[config.mk]
export PLATFORM = sky130hd
export DESIGN_NAME = axi3_wr_path
export DESIGN_NICKNAME = d
export VERILOG_FILES = /design/src/hw/axi3_pkg.sv /design/src/hw/axi3_wr_path.sv
export SDC_FILE = /design/constraint.sdc
export NUM_CORES = 1
export LEC_CHECK = 0
export BUFFER_PORTS_ARGS = -buffer_cell sky130_fd_sc_hd__buf_2
export CAP_MARGIN = 0
export CORE_MARGIN = 3
export CORE_UTILIZATION = 37
export DETAILED_ROUTE_END_ITERATION = 10
export GPL_TIMING_DRIVEN = 0
export PLACE_DENSITY_LB_ADDON = 0.3
export SETUP_SLACK_MARGIN = 0.3
export SLEW_MARGIN = 0
export SYNTH_ARGS = -nofsm -noshare
export SYNTH_HDL_FRONTEND = slang
export SYNTH_SLANG_ARGS = --single-unit
[constraint.sdc]
create_clock -name axi3_if -period 1.9 [get_ports axi3_if]
set_clock_uncertainty 0.1 [all_clocks]
set_input_delay 0.285 -clock axi3_if [delete_from_list [all_inputs] [get_ports axi3_if]]
set_output_delay 0.285 -clock axi3_if [all_outputs]
set_load 0.01 [all_outputs]
[src/hw/axi3_pkg.sv]
package axi3_pkg;

    // Address and data bus geometry
    localparam int ADDR_WID = 16;
    localparam int DATA_BYTE_WID = 4;
    localparam int DATA_WID = DATA_BYTE_WID * 8;
    localparam int BYTE_SEL_WID = 2;
    localparam int ID_WID = 4;
    localparam int LEN_WID = 4;

    // Word RAM, upper address bits alias onto the index
    localparam int MEM_WORDS = 1024;
    localparam int MEM_IDX_WID = 10;

    // Response latencies in clock cycles, both must be at least 2
    localparam int WR_LATENCY = 8;
    localparam int RD_LATENCY = 8;

    // Wide enough for either latency minus two
    localparam int LAT_CNT_WID = 4;

    typedef enum logic [1:0] {
        BURST_FIXED = 2'b00,
        BURST_INCR  = 2'b01,
        BURST_WRAP  = 2'b10
    } axburst_t;

    typedef enum logic [1:0] {
        RESP_OKAY   = 2'b00,
        RESP_EXOKAY = 2'b01,
        RESP_SLVERR = 2'b10,
        RESP_DECERR = 2'b11
    } resp_t;

endpackage : axi3_pkg
[src/hw/axi3_wr_path.sv]
module axi3_wr_path (
    input  logic                                axi3_if,
    input  logic                                srst,

    // AW channel
    input  logic                                awvalid,
    output logic                                awready,
    input  logic [axi3_pkg::ID_WID-1:0]         awid,
    input  logic [axi3_pkg::ADDR_WID-1:0]       awaddr,
    input  logic [axi3_pkg::LEN_WID-1:0]        awlen,
    input  axi3_pkg::axburst_t                  awburst,

    // W channel
    input  logic                                wvalid,
    output logic                                wready,
    input  logic [axi3_pkg::ID_WID-1:0]         wid,
    input  logic [axi3_pkg::DATA_WID-1:0]       wdata,
    input  logic [axi3_pkg::DATA_BYTE_WID-1:0]  wstrb,
    input  logic                                wlast,

    // B channel
    output logic                                bvalid,
    input  logic                                bready,
    output logic [axi3_pkg::ID_WID-1:0]         bid,
    output axi3_pkg::resp_t                     bresp,

    // RAM write port
    output logic                                ram_we,
    output logic [axi3_pkg::MEM_IDX_WID-1:0]    ram_widx,
    output logic [axi3_pkg::DATA_WID-1:0]       ram_wdata,
    output logic [axi3_pkg::DATA_BYTE_WID-1:0]  ram_wstrb
);

    import axi3_pkg::*;

    typedef enum logic [1:0] {
        WR_IDLE,
        WR_DATA,
        WR_DELAY,
        WR_RESP
    } wr_state_t;

    wr_state_t              state;

    logic [ID_WID-1:0]      id_q;
    logic [ADDR_WID-1:0]    addr_q;
    logic [LEN_WID-1:0]     len_q;
    axburst_t               burst_q;
    resp_t                  resp_q;
    logic [LEN_WID-1:0]     beat_cnt;
    logic [LAT_CNT_WID-1:0] lat_cnt;

    logic                   aw_hs;
    logic                   w_hs;
    logic                   b_hs;

    assign awready = (state == WR_IDLE);
    assign wready  = (state == WR_DATA);
    assign bvalid  = (state == WR_RESP);

    assign aw_hs = awvalid && awready;
    assign w_hs  = wvalid && wready;
    assign b_hs  = bvalid && bready;

    assign bid   = id_q;
    assign bresp = resp_q;

    // Refused bursts still take their beats but leave the RAM alone
    assign ram_we    = w_hs && (resp_q == RESP_OKAY);
    assign ram_widx  = addr_q[BYTE_SEL_WID +: MEM_IDX_WID];
    assign ram_wdata = wdata;
    assign ram_wstrb = wstrb;

    always_ff @(posedge axi3_if) begin
        if (srst) begin
            state <= WR_IDLE;
        end else begin
            case (state)
                WR_IDLE: begin
                    if (aw_hs) state <= WR_DATA;
                end
                WR_DATA: begin
                    if (w_hs && wlast) state <= WR_DELAY;
                end
                WR_DELAY: begin
                    if (lat_cnt == '0) state <= WR_RESP;
                end
                WR_RESP: begin
                    if (b_hs) state <= WR_IDLE;
                end
                default: state <= WR_IDLE;
            endcase
        end
    end

    // Burst context, address stepping and counters
    always_ff @(posedge axi3_if) begin
        if (aw_hs) begin
            id_q     <= awid;
            addr_q   <= awaddr;
            len_q    <= awlen;
            burst_q  <= awburst;
            beat_cnt <= '0;
            if (awburst == BURST_FIXED || awburst == BURST_INCR) begin
                resp_q <= RESP_OKAY;
            end else begin
                resp_q <= RESP_SLVERR;
            end
        end
        if (w_hs) begin
            beat_cnt <= beat_cnt + LEN_WID'(1);
            if (burst_q == BURST_INCR) begin
                addr_q <= addr_q + ADDR_WID'(DATA_BYTE_WID);
            end
        end
        // Two cycles of the latency come from the state transitions
        if (w_hs && wlast) begin
            lat_cnt <= LAT_CNT_WID'(WR_LATENCY - 2);
        end else if (state == WR_DELAY) begin
            lat_cnt <= lat_cnt - LAT_CNT_WID'(1);
        end
    end

    a_wid_match: assert property (
        @(posedge axi3_if) disable iff (srst)
        w_hs |-> (wid == id_q)
    );

    a_wlast_on_final_beat: assert property (
        @(posedge axi3_if) disable iff (srst)
        w_hs |-> (wlast == (beat_cnt == len_q))
    );

    // B payload held under back-pressure
    a_b_stable: assert property (
        @(posedge axi3_if) disable iff (srst)
        (bvalid && !bready) |=> (bvalid && $stable(bid) && $stable(bresp))
    );

endmodule : axi3_wr_path

==> results.py <==
metrics = {
    "run_status": {
        "outcome": "finished clean",
    },
    "drt": {
        "first_pass_iters": 4,
        "routedWlPerCell_um": 11.5,
        "drt_iter0_markers": 47,
        "ant_nets": 0,
        "detail_route.vias_per_cell": 4.67,
        "drc": 0,
        "route.vias.total": 1339,
        "drt-total-wl_mm": 3.31,
    },
    "worst_setup_path": {
        "cp_data_required_time_ps": 1960,
        "max_stage_delay_ps": 380,
        "path_class": "reg -> reg",
        "crit_path_cell_trace": "inv_2 -> ha_4 -> or3b_4 -> a2111oi_4 -> mux2i_1 -> nor2_1",
        "critical_path.max_fanout": 2,
        "endpoint_kind": "flop",
        "worst_path_max_delay_cell": "or3b_4",
        "crit_family": "simple AND/OR/NAND/NOR gates",
        "cp-start-kind": "flop",
        "crit_buf_inv": 1,
        "arrival_ps": 1770,
    },
    "floorplan": {
        "die_h_um": 67.4,
        "rows": 21,
        "ios": 128,
        "initial_core_util": 0.402,
        "core_um2": 3470,
        "fp.dieW_um": 67.4,
        "dieArea_um2": 4540,
    },
    "yosys": {
        "syn_nets": 232,
        "syn-cell-area_um2": 1390,
        "synth_top_family_by_area": "buffers and inverters",
        "ys_types": 33,
        "synth.largest_area_cell": "dfxtp_1",
        "syn_area_per_cell_um2": 9.04,
        "synthCells": 154,
        "yosysWarnings": 0,
        "synth_top_cell_area_share": 0.230,
        "yosys_register_bits": 23,
        "synth_fa_ha_area_frac": 0.0539,
        "synth-xor-area-share": 0.0126,
        "synth-simple-area-share": 0.157,
        "synth_compound_area_frac": 0.152,
        "synth_mux_area_frac": 0.0144,
        "synth_area_leaders": "dfxtp_1, buf_4, edfxtp_1",
        "seq_area_frac_synth": 0.381,
    },
    "power": {
        "seqPwrFrac": 0.380,
        "switching_power_uw": 965,
        "p_leak_nw": 0.989,
        "p_per_area_nw_per_um2": 1190,
        "ir_drop_mv": 0.639,
        "p_clk_frac": 0.124,
        "power_frac_comb": 0.496,
        "internal_power_mw": 1.45,
        "switching_share": 0.400,
    },
    "sta": {
        "maxSlewViolCount": 0,
        "finalSetupViolCount": 0,
        "finalHoldViolations": 0,
        "finalCritPeriodShare": 0.905,
        "tns_ps": 0,
        "timing.fmax_mhz": 582,
        "period_minus_slack_ps": 1720,
        "rsz0062_at_grt": "true",
    },
    "clock_network": {
        "cts_tree": "done",
        "htree_num_levels": 1,
        "clock-sinks": 23,
        "numCtsBuffers": 3,
        "clock_latency_ps": 260,
        "clockRootBuffer": "clkbuf_8",
        "holdBufCountCts": 0,
        "path_clk_slew_ps": 80,
        "cts_buffer_depth": 2,
    },
    "placement": {
        "numPortBuffers": 76,
        "gp_congestion": 0.860,
        "dp_hpwl_mm": 2.58,
        "dpl.cell_count": 276,
    },
    "layout": {
        "multiInputGateArea_um2": 618,
        "num-nets-final": 320,
        "area_growth_pct": 45.2,
        "drive_above_1_share": 0.631,
        "instances_no_fill": 287,
        "fillers": 351,
        "seqCellArea_um2": 538,
        "diodes": 0,
    },
    "global_routing": {
        "grt_pass1_vias": 1073,
        "antenna_found_initial": 0,
        "grt_pass1_wl_mm": 4.46,
        "grt_max_degree": 14,
        "grtUsageTotal": 0.126,
        "grt_overflow": 0,
    },
    "worst_hold_path": {
        "hold_path.class": "in -> reg",
    },
    "job": {
        "maxCapViolCount": 0,
    },
}
## synth_stat cells
| cell type | instances |
|---|---|
| mux2i_1 | 2 |
| a21oi_1 | 9 |
| or2_2 | 2 |
| nor4_1 | 1 |
| conb_1 | 1 |
| o31ai_1 | 2 |
| clkbuf_1 | 3 |
| ha_1 | 6 |
| and2_1 | 2 |
| buf_4 | 37 |
| a211oi_1 | 1 |
| nand3_1 | 5 |
| and3_2 | 1 |
| a2111oi_4 | 1 |
| nand4b_1 | 1 |
| dfxtp_1 | 16 |
| o22ai_1 | 1 |
| nand2_1 | 13 |
| and4b_1 | 1 |
| nor4b_1 | 1 |
| o221a_2 | 1 |
| edfxtp_1 | 7 |
| xor2_1 | 2 |
| nor2_1 | 10 |
| nor2b_1 | 2 |
| o32ai_1 | 5 |
| nand4_1 | 2 |
| inv_1 | 7 |
| o21a_1 | 1 |
| a21boi_0 | 1 |
| o21ai_0 | 8 |
| nor3_1 | 1 |
| or3b_4 | 1 |
## routing by layer
metal  routed length (um)  track usage  share of wire  vias to the layer above
met5                    0            0              0                        -
met4                    9       0.0228         0.0027                        0
met3                  305       0.0366          0.092                        2
met2                 1730        0.222           0.52                       63
met1                 1270        0.154           0.38                      604
li1                     -            -              -                      670
## flip-flops by register name, summed over array words and instances, names as in the netlist
register,cells
state,2
addr_q,10
burst_q,2
bresp,1
bid,4
lat_cnt,4
## layout by cell type, fill, tap and decap left out, types with 2 or more instances in the layout
cell type / n
ha_4: 2
nand2_2: 2
ha_1: 3
mux2i_1: 2
nor2b_1: 2
dfxtp_1: 10
dfxtp_2: 6
o31ai_1: 2
nand3_1: 4
and2_1: 2
inv_2: 3
buf_4: 44
o32ai_1: 4
inv_1: 3
xor2_1: 2
buf_2: 77
a21oi_1: 9
edfxtp_1: 7
nand2_1: 10
clkbuf_8: 3
nor2_1: 10
o21ai_0: 8
nand4_1: 2
## stage by stage
step | cell area [um2] | power (mW) | util | hold WS [ps] | setup slack (ps)
6_report | 2020 | 2.41 | 0.583 | 84.5 | 181
5_1_grt | 2020 | 2.61 | 0.583 | 83.6 | 72.8
4_1_cts | 1970 | 2.35 | 0.567 | 82.5 | 127
3_5_place_dp | 1840 | 1.94 | 0.530 | 363 | 130
3_3_place_gp | 1840 | 1.92 | 0.530 | 362 | 123
2_1_floorplan | 1400 | 1.59 | - | 257 | 217
## final cells by class
type / instances / share of cell area
Multi-Input combinational cell: 84 / 0.306
Sequential cell: 23 / 0.266
Timing Repair Buffer: 83 / 0.214
Buffer: 40 / 0.147
Tap cell: 46 / 0.0285
Clock buffer: 3 / 0.0204
Inverter: 7 / 0.0155
Clock inverter: 1 / 0.00248
## power groups by stage
stage | logic, mW | registers (mW) | clock network [mW]
floorplan | 0.660 | 0.934 | 0
global placement | 1.03 | 0.896 | 0
detailed placement | 1.04 | 0.896 | 0
CTS | 1.14 | 0.896 | 0.312
global route | 1.33 | 0.951 | 0.332
finish | 1.19 | 0.917 | 0.299
## kinds of logic after synthesis
family	Yosys count
other cells	1
buf+inv	47
fa+ha+maj	6
simple gates	43
flops	23
mux	2
xor+xnor	2
compound gates	30
## repair_timing
action / CTS / global route
resized for setup: 14 / 14
pin swaps: 7 / 5
setup buffers: 5 / 2
setup endpoints to repair: 12 / 13
## final timing paths
| kind | slack (ps) | from | to | cells past startpoint |
|---|---|---|---|---|
| max | 180 | lat_cnt[0]$_SDFFE_PP0N_ | state[1]$_SDFFE_PP0P_ | 6 |
| min | 80 | srst | state[1]$_SDFFE_PP0P_ | 2 |
| max reg2reg | 180 | lat_cnt[0]$_SDFFE_PP0N_ | state[1]$_SDFFE_PP0P_ | 6 |
| min reg2reg | 380 | addr_q[2]$_DFF_P_ | addr_q[2]$_DFF_P_ | 1 |
Power figures use the tool's default switching activity.
