==> config.mk <==
export PLATFORM = sky130hd
export DESIGN_NAME = axi3_rd_path
export DESIGN_NICKNAME = d
export VERILOG_FILES = /design/src/hw/axi3_pkg.sv /design/src/hw/axi3_rd_path.sv
export SDC_FILE = /design/constraint.sdc
export NUM_CORES = 1
export LEC_CHECK = 0
export BUFFER_PORTS_ARGS = -buffer_cell sky130_fd_sc_hd__buf_2
export CAP_MARGIN = 10
export CORE_ASPECT_RATIO = 1.75
export CORE_MARGIN = 1
export CORE_UTILIZATION = 52
export DETAILED_ROUTE_END_ITERATION = 8
export PLACE_DENSITY = 0.79
export SYNTH_ARGS = -nofsm -noshare
export SYNTH_HDL_FRONTEND = slang
export SYNTH_SLANG_ARGS = --single-unit
==> constraint.sdc <==
create_clock -name axi3_if -period 2.8 [get_ports axi3_if]
set_input_delay 0.42 -clock axi3_if [delete_from_list [all_inputs] [get_ports axi3_if]]
set_output_delay 0.42 -clock axi3_if [all_outputs]
set_load 0.02 [all_outputs]
==> src/hw/axi3_pkg.sv <==
package axi3_pkg;

    // Address and data bus geometry
    localparam int ADDR_WID = 16;
    localparam int DATA_BYTE_WID = 4;
    localparam int DATA_WID = DATA_BYTE_WID * 8;
    localparam int BYTE_SEL_WID = 2;
    localparam int ID_WID = 4;
    localparam int LEN_WID = 4;

    // Word RAM, upper address bits alias onto the index
    localparam int MEM_WORDS = 1024;
    localparam int MEM_IDX_WID = 10;

    // Response latencies in clock cycles, both must be at least 2
    localparam int WR_LATENCY = 8;
    localparam int RD_LATENCY = 8;

    // Wide enough for either latency minus two
    localparam int LAT_CNT_WID = 4;

    typedef enum logic [1:0] {
        BURST_FIXED = 2'b00,
        BURST_INCR  = 2'b01,
        BURST_WRAP  = 2'b10
    } axburst_t;

    typedef enum logic [1:0] {
        RESP_OKAY   = 2'b00,
        RESP_EXOKAY = 2'b01,
        RESP_SLVERR = 2'b10,
        RESP_DECERR = 2'b11
    } resp_t;

endpackage : axi3_pkg
==> src/hw/axi3_rd_path.sv <==
module axi3_rd_path (
    input  logic                                axi3_if,
    input  logic                                srst,

    // AR channel
    input  logic                                arvalid,
    output logic                                arready,
    input  logic [axi3_pkg::ID_WID-1:0]         arid,
    input  logic [axi3_pkg::ADDR_WID-1:0]       araddr,
    input  logic [axi3_pkg::LEN_WID-1:0]        arlen,
    input  axi3_pkg::axburst_t                  arburst,

    // R channel
    output logic                                rvalid,
    input  logic                                rready,
    output logic [axi3_pkg::ID_WID-1:0]         rid,
    output logic [axi3_pkg::DATA_WID-1:0]       rdata,
    output axi3_pkg::resp_t                     rresp,
    output logic                                rlast,

    // RAM read port
    output logic                                ram_re,
    output logic [axi3_pkg::MEM_IDX_WID-1:0]    ram_ridx,
    input  logic [axi3_pkg::DATA_WID-1:0]       ram_rdata
);

    import axi3_pkg::*;

    typedef enum logic [1:0] {
        RD_IDLE,
        RD_DELAY,
        RD_STREAM
    } rd_state_t;

    rd_state_t              state;

    logic [ID_WID-1:0]      id_q;
    logic [ADDR_WID-1:0]    addr_q;
    logic [LEN_WID-1:0]     len_q;
    axburst_t               burst_q;
    resp_t                  resp_q;
    logic [LAT_CNT_WID-1:0] lat_cnt;

    logic [LEN_WID-1:0]     issue_cnt;
    logic                   issue_done;
    logic                   rd_pend;
    logic                   rd_pend_last;

    // Two-entry output buffer, pointers carry a wrap bit
    logic [DATA_WID-1:0]    buf_data [2];
    logic                   buf_last [2];
    logic [1:0]             wr_ptr;
    logic [1:0]             rd_ptr;
    // Buffered beats plus the read in flight
    logic [1:0]             occ_cnt;

    logic                   ar_hs;
    logic                   r_hs;

    assign arready = (state == RD_IDLE);
    assign rvalid  = (wr_ptr != rd_ptr);

    assign ar_hs = arvalid && arready;
    assign r_hs  = rvalid && rready;

    assign rid   = id_q;
    assign rresp = resp_q;
    assign rdata = buf_data[rd_ptr[0]];
    assign rlast = buf_last[rd_ptr[0]];

    // A slot freed by this cycle's pop is usable by the next returning read
    assign ram_re   = (state == RD_STREAM) && !issue_done && ((occ_cnt < 2'd2) || r_hs);
    assign ram_ridx = addr_q[BYTE_SEL_WID +: MEM_IDX_WID];

    always_ff @(posedge axi3_if) begin
        if (srst) begin
            state <= RD_IDLE;
        end else begin
            case (state)
                RD_IDLE: begin
                    if (ar_hs) state <= RD_DELAY;
                end
                RD_DELAY: begin
                    if (lat_cnt == '0) state <= RD_STREAM;
                end
                RD_STREAM: begin
                    if (r_hs && rlast) state <= RD_IDLE;
                end
                default: state <= RD_IDLE;
            endcase
        end
    end

    always_ff @(posedge axi3_if) begin
        if (srst) begin
            issue_done <= 1'b0;
            rd_pend    <= 1'b0;
            wr_ptr     <= '0;
            rd_ptr     <= '0;
            occ_cnt    <= '0;
        end else begin
            rd_pend <= ram_re;
            if (ar_hs) begin
                issue_done <= 1'b0;
            end else if (ram_re && issue_cnt == len_q) begin
                issue_done <= 1'b1;
            end
            if (rd_pend) wr_ptr <= wr_ptr + 2'd1;
            if (r_hs) rd_ptr <= rd_ptr + 2'd1;
            case ({ram_re, r_hs})
                2'b10:   occ_cnt <= occ_cnt + 2'd1;
                2'b01:   occ_cnt <= occ_cnt - 2'd1;
                default: occ_cnt <= occ_cnt;
            endcase
        end
    end

    // Request context, latency wait and beat generation
    always_ff @(posedge axi3_if) begin
        if (ar_hs) begin
            id_q      <= arid;
            addr_q    <= araddr;
            len_q     <= arlen;
            burst_q   <= arburst;
            issue_cnt <= '0;
            lat_cnt   <= LAT_CNT_WID'(RD_LATENCY - 2);
            if (arburst == BURST_FIXED || arburst == BURST_INCR) begin
                resp_q <= RESP_OKAY;
            end else begin
                resp_q <= RESP_SLVERR;
            end
        end else if (state == RD_DELAY) begin
            lat_cnt <= lat_cnt - LAT_CNT_WID'(1);
        end
        if (ram_re) begin
            issue_cnt    <= issue_cnt + LEN_WID'(1);
            rd_pend_last <= (issue_cnt == len_q);
            if (burst_q == BURST_INCR) begin
                addr_q <= addr_q + ADDR_WID'(DATA_BYTE_WID);
            end
        end
    end

    // RAM data lands one cycle after the read, zeroed for refused bursts
    always_ff @(posedge axi3_if) begin
        if (rd_pend) begin
            buf_data[wr_ptr[0]] <= (resp_q == RESP_OKAY) ? ram_rdata : '0;
            buf_last[wr_ptr[0]] <= rd_pend_last;
        end
    end

    a_r_stable: assert property (
        @(posedge axi3_if) disable iff (srst)
        (rvalid && !rready) |=> (rvalid && $stable(rdata) && $stable(rlast)
                                 && $stable(rid) && $stable(rresp))
    );

    // Returning data always finds a free slot
    a_buf_no_overflow: assert property (
        @(posedge axi3_if) disable iff (srst)
        rd_pend |-> (2'(wr_ptr - rd_ptr) < 2'd2)
    );

endmodule : axi3_rd_path

==> results of run 1 <==
-- routing by layer --
layer | GRT usage | vias to the layer above | share of wire
met5 | 0 | - | 0
met4 | 0.0846 | 0 | 0.020
met3 | 0.0364 | 11 | 0.058
met2 | 0.340 | 99 | 0.55
met1 | 0.177 | 1273 | 0.37
li1 | - | 1321 | -
-- worst max-delay path, delay by kind of cell, from the launching register on --
| family | cells | cell delay (ns) |
|---|---|---|
| simple gates | 1 | 0.24 |
| flops | 1 | 0.39 |
| compound gates | 2 | 0.46 |
| xor+xnor | 1 | 0.11 |
| buf+inv | 2 | 0.34 |
-- final timing paths --
kind                 endpoint  slack, ns          from
setup reg to reg   occ_cnt[1]       0.66     rd_ptr[0]
setup / recovery       ram_re       0.50     rd_ptr[0]
hold reg to reg   buf_last[0]       0.47  rd_pend_last
hold / removal         rid[0]       0.26       arid[0]
-- cell type report --
type	instances	area [sq um]
clock inverter	6	56.3
clock buffer	10	229
fill	641	2980
tap	92	115
multi-input combinational	179	1330
sequential	107	2960
timing repair buffer	110	561
inverter	6	22.5
-- registers in the layout, indices dropped and copies added, names as in the netlist, named ones only --
name	cells
addr_q	10
buf_data	64
buf_last	2
burst_q	2
issue_cnt	4
issue_done	1
lat_cnt	4
len_q	4
occ_cnt	2
rd_pend	1
rd_pend_last	1
rd_ptr	2
rid	4
rresp	1
state	2
wr_ptr	2
-- cell families after synthesis --
kind of cell	synth area share
adders and majority gates	0.0114
AOI/OAI and AO/OA	0.0444
DFF	0.674
and+or+nand+nor	0.114
other	0.000853
buffers and inverters	0.0230
xor gates and xnor gates	0.0319
muxes	0.100
-- placed cells by master (no fill, tap or decap), types with 7 or more instances in the layout --
| cell | Yosys | routed |
|---|---|---|
| dfxtp_1 | 25 | 25 |
| a21oi_1 | 7 | 7 |
| clkbuf_16 | 0 | 9 |
| edfxtp_1 | 82 | 82 |
| mux2_2 | 34 | 34 |
| nor2_1 | 19 | 19 |
| nor3_1 | 7 | 7 |
| nand2_1 | 9 | 9 |
| nor2b_1 | 33 | 33 |
| xor2_1 | 7 | 7 |
| xnor2_1 | 9 | 9 |
| buf_2 | 1 | 106 |
-- per-stage QoR --
step,utilization,cell area (sq um),hold WS (ns),cells
6_report,0.639,5280,0.257,510
5_1_grt,0.639,5280,0.248,510
4_1_cts,0.639,5280,0.247,510
3_5_place_dp,0.605,4990,0.443,494
3_3_place_gp,0.605,4990,0.433,494
2_1_floorplan,-,4400,0.421,307
-- power breakdown --
part	internal (mW)	leakage [nW]	total [mW]	switching, mW
Sequential	1.76	0.962	1.81	0.0533
Clock	0.685	0.140	1.20	0.511
Combinational	0.121	0.942	0.264	0.143
Total	2.57	2.04	3.27	0.707
==> flow_metrics.py, run 1 <==
metrics = {
    "synth": {
        "ys_seq_area_frac": 0.674,
        "syn-num-nets": 373,
        "synth_enable_flop_cells": 82,
        "synthTopCellsByArea": "edfxtp_1 (56%), dfxtp_1 (11%), mux2_2 (8.7%)",
        "ys_ff_latch": 107,
        "yosysWarnings": 0,
        "syn_area_sq_um": 4400,
        "synthTopCellsByCount": "edfxtp_1 (82), mux2_2 (34), nor2b_1 (33)",
        "synth_flop_cell": "edfxtp_1",
        "ys_types": 43,
        "yosysMostFrequentCell": "edfxtp_1",
        "syn-instance-count": 307,
        "async_flop_share": 0,
        "synth_area_leader_cell": "edfxtp_1",
        "syn_avg_cell_area_sq_um": 14.3,
        "synth_top_cell_area_share": 0.560,
    },
    "detailed_routing": {
        "totalWireLength_mm": 7.60,
        "wl_per_cell_um": 14.9,
        "drt-initial-drc-count": 93,
        "viasPerCell": 5.30,
        "dr.pass1.iters": 4,
        "ant_nets": 0,
        "drcViolationCount": 0,
        "dr_total_vias": 2704,
    },
    "timing": {
        "maxSlewViolCount": 0,
        "fin_tns_setup_ns": 0,
        "setup_viol": 0,
        "hold_violations": 0,
        "fin_skew_ns": 0.00372,
        "worst_pin_slew_ns": 0.818,
        "slew_headroom": 0.455,
        "grt_setup_unrepaired": "false",
        "fin_crit_sh": 0.823,
        "fmaxAchievable_mhz": 434,
        "worst_slack_ns": 0.495,
        "fin_crit_ns": 2.30,
    },
    "power": {
        "p_leak_nw": 2.04,
        "powerDensity_nw_per_um2": 620,
        "worst_ir_drop_vdd_uv": 425,
        "power_mw": 3.27,
    },
    "finish": {
        "final_net_count": 479,
        "antenna_cells": 0,
        "drive_gt1_frac": 0.404,
        "syn_to_final_growth_pct": 20.1,
    },
    "setup_path": {
        "cp-end-kind": "primary output",
        "critical_path.startpoint_type": "register",
        "max_stage_delay_ns": 0.39,
        "cp.required_ns": 2.38,
        "cp_cell_sequence": "xnor2_1, a21bo_1, a21boi_0, nand2b_1, inv_1, buf_2",
        "slowest_stage": "dfxtp_1",
        "critPathMaxFanout": 8,
        "worstPathArrival_ns": 1.88,
        "reg2regPathDepth": 7,
        "critPathKind": "register to primary output",
    },
    "clock_tree": {
        "cts_root_buffer": "clkbuf_16",
        "cts_tree": "built",
        "clk_latency_ns": 0.33,
        "cts-htree-levels": 3,
        "cts_sinks": 107,
        "cts.clk_slew.worst_paths_ns": 0.07,
        "cts_made_buffers": 9,
        "clockBufferDepth": 2,
        "cts.hold.buffers_added": 0,
        "cts_setup_buffers": 0,
        "ctsResizeCount": 0,
    },
    "global_route": {
        "grt_first_pass_wirelength_mm": 11.7,
        "grt-ovfl-total": 0,
        "grt_max_degree": 35,
        "antenna_found_initial": 0,
        "track_usage": 0.176,
        "grt_pass1_vias": 2702,
    },
    "floorplan": {
        "design.die.area_sq_um": 8840,
        "die_y_um": 124,
        "pin_count": 114,
        "coreArea_sq_um": 8260,
        "rows": 44,
        "start_util": 0.532,
        "die_x_um": 71.5,
    },
    "hold_path": {
        "min_path_cells": 1,
        "hold_path_class": "input pin to register",
    },
    "place": {
        "globalplace.congestion": 0.711,
        "dp_hpwl_mm": 5.28,
        "dp_slack_ns": 0.628,
        "io_buffers": 106,
    },
    "status": {
        "status": "complete, no violations",
    },
    "job": {
        "cap_viol_max_count": 0,
    },
}
Power figures use the tool's default switching activity.
==> inputs of run 2 (changes only) <==
ABC_AREA = 1   (was not set)
CORE_UTILIZATION = 53   (was 52)
clock period = 2.25 ns   (was 2.8 ns; I/O delays follow)
==> flow_metrics.py, run 2 <==
metrics = {
    "status": {
        "status": "complete, no violations",
    },
    "power": {
        "p_leak_nw": 2.52,
        "worst_ir_drop_vdd_uv": 483,
        "powerDensity_nw_per_um2": 723,
    },
    "finish": {
        "layout_commonest_cell": "nand2_1",
        "syn_to_final_growth_pct": 19.7,
        "final_cell_mix": "nand2_1 (109), buf_2 (106), edfxtp_1 (82), inv_1 (65), nor2_1 (49)",
        "drive_gt1_frac": 0.310,
        "final_net_count": 623,
        "largest_register_ff_count": 64,
        "regArea_sq_um": 2960,
        "antenna_cells": 0,
        "fillCellCount": 715,
        "multi_input_area_sq_um": 1430,
    },
    "setup_path": {
        "critPathMaxFanout": 19,
        "worstPathArrival_ns": 1.74,
        "max_stage_delay_ns": 0.42,
        "cp_cell_sequence": "inv_1, nand2_1, nand2_1, nand2_2, nand2_2, nand2_2, nand2_4, inv_4, buf_2",
        "slowest_stage": "dfxtp_1",
        "critPathKind": "register to primary output",
        "cp-end-kind": "primary output",
        "crit_buf_inv": 3,
        "critical_path.top_delay_family": "simple AND/OR/NAND/NOR gates",
        "crit_top_cell": "nand2_2",
        "cp.required_ns": 1.91,
        "crit_cells": 9,
        "reg2regPathDepth": 11,
        "critical_path.startpoint_type": "register",
    },
    "floorplan": {
        "die_y_um": 127,
        "start_util": 0.545,
        "pin_count": 114,
        "rows": 45,
        "coreArea_sq_um": 8670,
        "die_x_um": 73.4,
        "design.die.area_sq_um": 9310,
    },
    "global_route": {
        "grt_max_degree": 33,
        "met2_usage": 0.382,
        "antenna_found_initial": 0,
        "grt_use_met3": 0.0365,
        "grtUsageMet1": 0.201,
        "grt_first_pass_wirelength_mm": 14.3,
        "track_usage": 0.203,
        "grt_pass1_vias": 3319,
        "grt-ovfl-total": 0,
        "busiest_layer": "met2",
    },
    "detailed_routing": {
        "viasPerCell": 4.97,
        "totalWireLength_mm": 8.94,
        "dr.pass1.iters": 4,
        "drcViolationCount": 0,
        "dr_total_vias": 3372,
        "drt-initial-drc-count": 167,
        "ant_nets": 0,
        "wl_per_cell_um": 13.2,
    },
    "timing": {
        "fmaxAchievable_mhz": 481,
        "fin_crit_ns": 2.08,
        "timing.hold.ws_ns": 0.171,
        "worst_slack_ns": 0.171,
        "hold_violations": 0,
        "fin_tns_setup_ns": 0,
        "fin_crit_sh": 0.924,
        "setup_viol": 0,
        "grt_setup_unrepaired": "false",
        "maxSlewViolCount": 0,
        "fin_skew_ns": 0.00654,
    },
    "clock_tree": {
        "cts_tree": "built",
        "clk_latency_ns": 0.34,
        "cts-htree-levels": 3,
        "clockBufferDepth": 2,
        "cts.hold.buffers_added": 0,
        "cts_made_buffers": 9,
        "cts.clk_slew.worst_paths_ns": 0.07,
        "cts_root_buffer": "clkbuf_16",
        "cts_sinks": 107,
    },
    "hold_path": {
        "min_path_cells": 1,
        "hold_path_class": "input pin to register",
    },
    "synth": {
        "syn-num-nets": 513,
        "async_flop_share": 0,
        "synth_flop_cell": "edfxtp_1",
        "syn-instance-count": 447,
        "ys_types": 33,
        "ys_seq_area_frac": 0.627,
        "synthTopCellsByCount": "nand2_1 (109), edfxtp_1 (82), inv_1 (65)",
        "synthTopCellsByArea": "edfxtp_1 (52%), dfxtp_1 (11%), nand2_1 (8.7%)",
        "yosysMostFrequentCell": "nand2_1",
        "synth_enable_flop_cells": 82,
        "ys_ff_latch": 107,
        "syn_area_sq_um": 4730,
        "synth_area_leader_cell": "edfxtp_1",
        "yosysWarnings": 0,
        "synth_top_cell_area_share": 0.521,
        "syn_avg_cell_area_sq_um": 10.6,
    },
    "place": {
        "dp_hpwl_mm": 6.42,
        "io_buffers": 106,
        "globalplace.congestion": 0.772,
        "dp_slack_ns": 0.396,
    },
    "job": {
        "cap_viol_max_count": 0,
    },
}
[run 2: cell count changes in the layout (fill, tap and decap cells not counted), moves of 5 or more]
cell,before,now
xnor2_1,9,4
nor2b_1,33,0
inv_1,6,65
nand2_1,9,109
nor2_1,19,49
nor3_1,7,2
[run 2: path summary, 6_finish.rpt]
| kind | end | slack, ns | startpoint |
|---|---|---|---|
| hold / removal | len_q[0] | 0.17 | arlen[0] |
| hold reg to reg | issue_done | 0.45 | issue_done |
| setup / recovery | ram_re | 0.17 | wr_ptr[0] |
| setup reg to reg | occ_cnt[1] | 0.37 | wr_ptr[0] |
[run 2: per-stage QoR]
step                area, sq um  cells   util  total power, mW
finish                     5660    679  0.653             4.09
global route               5660    679  0.653             4.25
CTS                        5660    679  0.652             4.12
detailed placement         5380    663  0.621             2.71
global placement           5380    663  0.621             2.69
floorplan                  4730    447      -             2.57
[run 2: cell families (layout without fill, tap and decap cells)]
group | Yosys count | count (layout) | share of synthesized area
adder cells (fa/ha/maj) | 4 | 4 | 0.0106
buffers and inverters | 80 | 195 | 0.0723
flip-flops | 107 | 107 | 0.627
AO/OA/AOI/OAI | 30 | 30 | 0.0371
multiplexers | 33 | 33 | 0.0786
other | 1 | 1 | 0.000794
AND/OR/NAND/NOR | 185 | 185 | 0.161
XOR/XNOR | 7 | 7 | 0.0130
[run 2: where the power goes]
part	switching, mW	internal [mW]
sequential	0.0575	2.19
clock	0.637	0.781
combinational	0.267	0.162
total	0.961	3.13
[run 2: timing repair]
| item | CTS | global route |
|---|---|---|
| endpoints found under the setup margin | 0 | 1 |
| setup buffers | 0 | 0 |
| resized for setup | 0 | 1 |
[run 2: routing by layer]
| layer | share of wire | wire length (um) | vias to the layer above |
|---|---|---|---|
| li1 | - | - | 1671 |
| met1 | 0.37 | 3280 | 1574 |
| met2 | 0.56 | 4980 | 108 |
| met3 | 0.049 | 435 | 19 |
| met4 | 0.028 | 247 | 0 |
| met5 | 0 | 0 | - |
[run 2: final cells by class]
type | instances | area share
sequential | 107 | 0.524
multi-input combinational | 260 | 0.253
timing repair buffer | 111 | 0.103
inverter | 68 | 0.0469
clock buffer | 12 | 0.0436
tap | 117 | 0.0259
clock inverter | 4 | 0.00487
==> inputs of run 3 (changes only) <==
PLACE_DENSITY = 0.82   (was 0.79)
==> flow_metrics.py, run 3 (synthesis gave the netlist of run 2 again) <==
metrics = {
    "status": {
        "status": "complete, no violations",
    },
    "floorplan": {
        "pin_count": 114,
        "start_util": 0.545,
        "design.die.area_sq_um": 9310,
        "die_y_um": 127,
        "rows": 45,
        "die_x_um": 73.4,
        "coreArea_sq_um": 8670,
    },
    "setup_path": {
        "critPathKind": "register to primary output",
        "critical_path.startpoint_type": "register",
        "cp-end-kind": "primary output",
        "r2r-start": "wr_ptr[0]",
        "crit_path_start": "wr_ptr[0]",
        "critPathMaxFanout": 19,
        "cp.required_ns": 1.91,
        "worstPathArrival_ns": 1.75,
        "r2r_slack_ns": 0.36,
        "reg2regPathDepth": 11,
    },
    "clock_tree": {
        "cts_root_buffer": "clkbuf_16",
        "cts_setup_buffers": 0,
        "clockBufferDepth": 2,
        "clk_latency_ns": 0.34,
        "cts_tree": "built",
        "cts_made_buffers": 9,
        "cts.clk_slew.worst_paths_ns": 0.07,
        "cts_sinks": 107,
        "cts-htree-levels": 3,
        "cts.hold.buffers_added": 0,
    },
    "detailed_routing": {
        "viasPerCell": 4.99,
        "drcViolationCount": 0,
        "ant_nets": 0,
        "totalWireLength_mm": 8.80,
        "dr.pass1.iters": 4,
        "wl_per_cell_um": 13.0,
        "drt-initial-drc-count": 226,
        "dr_total_vias": 3391,
    },
    "finish": {
        "final_cell_mix": "nand2_1 (109), buf_2 (106), edfxtp_1 (82), inv_1 (65), nor2_1 (49)",
        "largest_register_ff_count": 64,
        "final_net_count": 623,
        "antenna_cells": 0,
        "syn_to_final_growth_pct": 20.1,
        "drive_gt1_frac": 0.313,
        "layout_commonest_cell": "nand2_1",
        "fillCellCount": 689,
        "final_cells": 679,
        "fin_area_sq_um": 5680,
    },
    "power": {
        "switching_share": 0.251,
        "p_leak_nw": 2.52,
        "powerDensity_nw_per_um2": 735,
        "power.switching_mw": 1.05,
        "p_clk_frac": 0.359,
        "worst_ir_drop_vdd_uv": 571,
        "p_int_mw": 3.13,
        "combPwrFrac": 0.103,
        "p_seq_frac": 0.538,
    },
    "timing": {
        "hold_violations": 0,
        "fin_crit_ns": 2.09,
        "fin_crit_sh": 0.928,
        "setup_viol": 0,
        "fin_skew_ns": 0.0106,
        "grt_setup_unrepaired": "false",
        "fin_tns_setup_ns": 0,
        "fmaxAchievable_mhz": 479,
        "maxSlewViolCount": 0,
    },
    "global_route": {
        "grt-ovfl-total": 0,
        "grt_max_degree": 34,
        "grt_first_pass_wirelength_mm": 14.0,
        "grt_pass1_vias": 3354,
        "met2_usage": 0.364,
        "busiest_layer": "met2",
        "grtUsageMet1": 0.205,
        "grt_use_met3": 0.0437,
        "antenna_found_initial": 0,
        "track_usage": 0.197,
    },
    "place": {
        "globalplace.congestion": 0.771,
        "dp_hpwl_mm": 6.37,
        "dp_cells": 663,
        "io_buffers": 106,
        "placed_area_sq_um": 5380,
    },
    "hold_path": {
        "hold_path_class": "input pin to register",
        "min_path_cells": 1,
        "min_from": "arburst[0]",
    },
    "job": {
        "cap_viol_max_count": 0,
    },
}
-- run 3: changes by cell type in the layout (fill, tap and decap cells not counted), sizes merged --
| cell | previous run | this run |
|---|---|---|
| clkinvlp | 0 | 2 |
| clkinv | 4 | 1 |
| inv | 68 | 72 |
| clkbuf | 12 | 9 |
-- run 3: through the flow --
| stage | worst slack [ns] | util | total power [mW] | hold WS [ns] |
|---|---|---|---|---|
| 6_report | 0.161 | 0.655 | 4.17 | 0.165 |
| 5_1_grt | 0.0113 | 0.655 | 4.34 | 0.152 |
| 4_1_cts | 0.0676 | 0.655 | 4.20 | 0.154 |
| 2_1_floorplan | 0.0646 | - | 2.57 | 0.407 |
| 3_3_place_gp | 0.488 | 0.621 | 2.69 | 0.435 |
| 3_5_place_dp | 0.360 | 0.621 | 2.72 | 0.450 |
-- run 3: power by group through the flow --
stage	Clock, mW	Combinational [mW]	Sequential (mW)
final	1.50	0.428	2.25
after global routing	1.60	0.484	2.25
after CTS	1.53	0.431	2.24
after detailed placement	0	0.429	2.29
after global placement	0	0.409	2.28
after floorplan	0	0.253	2.32
-- run 3: critical path: stages (launching register included) --
cell	delay (ns)
dfxtp_1	0.41
inv_1	0.08
nand2_1	0.07
nand2_1	0.06
nand2_2	0.06
nand2_2	0.09
nand2_2	0.10
nand2_4	0.16
inv_4	0.19
buf_2	0.19
-- run 3: metal layers --
layer	vias to the layer above	share of wire
met5	-	0
met4	0	0.018
met3	13	0.051
met2	112	0.55
met1	1596	0.38
li1	1670	-
-- run 3: area by class of cell --
class                           count  area (sq um)  area share
Sequential cell                   107          2960       0.522
Multi-Input combinational cell    260          1430       0.252
Timing Repair Buffer              111           581       0.102
Inverter                           68           265      0.0467
Clock buffer                        9           225      0.0397
Tap cell                          117           146      0.0258
Clock inverter                      7          68.8      0.0121
-- run 3: repair_timing --
item                                   4_1_cts  5_1_grt
setup endpoints to repair                    0        1
resized for setup                            0        2
endpoints found under the hold margin        0        0
-- run 3: path summary, 6_finish.rpt --
check                                   end
worst max-delay path                 ram_re
worst min-delay path             burst_q[0]
worst max register to register   occ_cnt[1]
worst min register to register  buf_last[1]
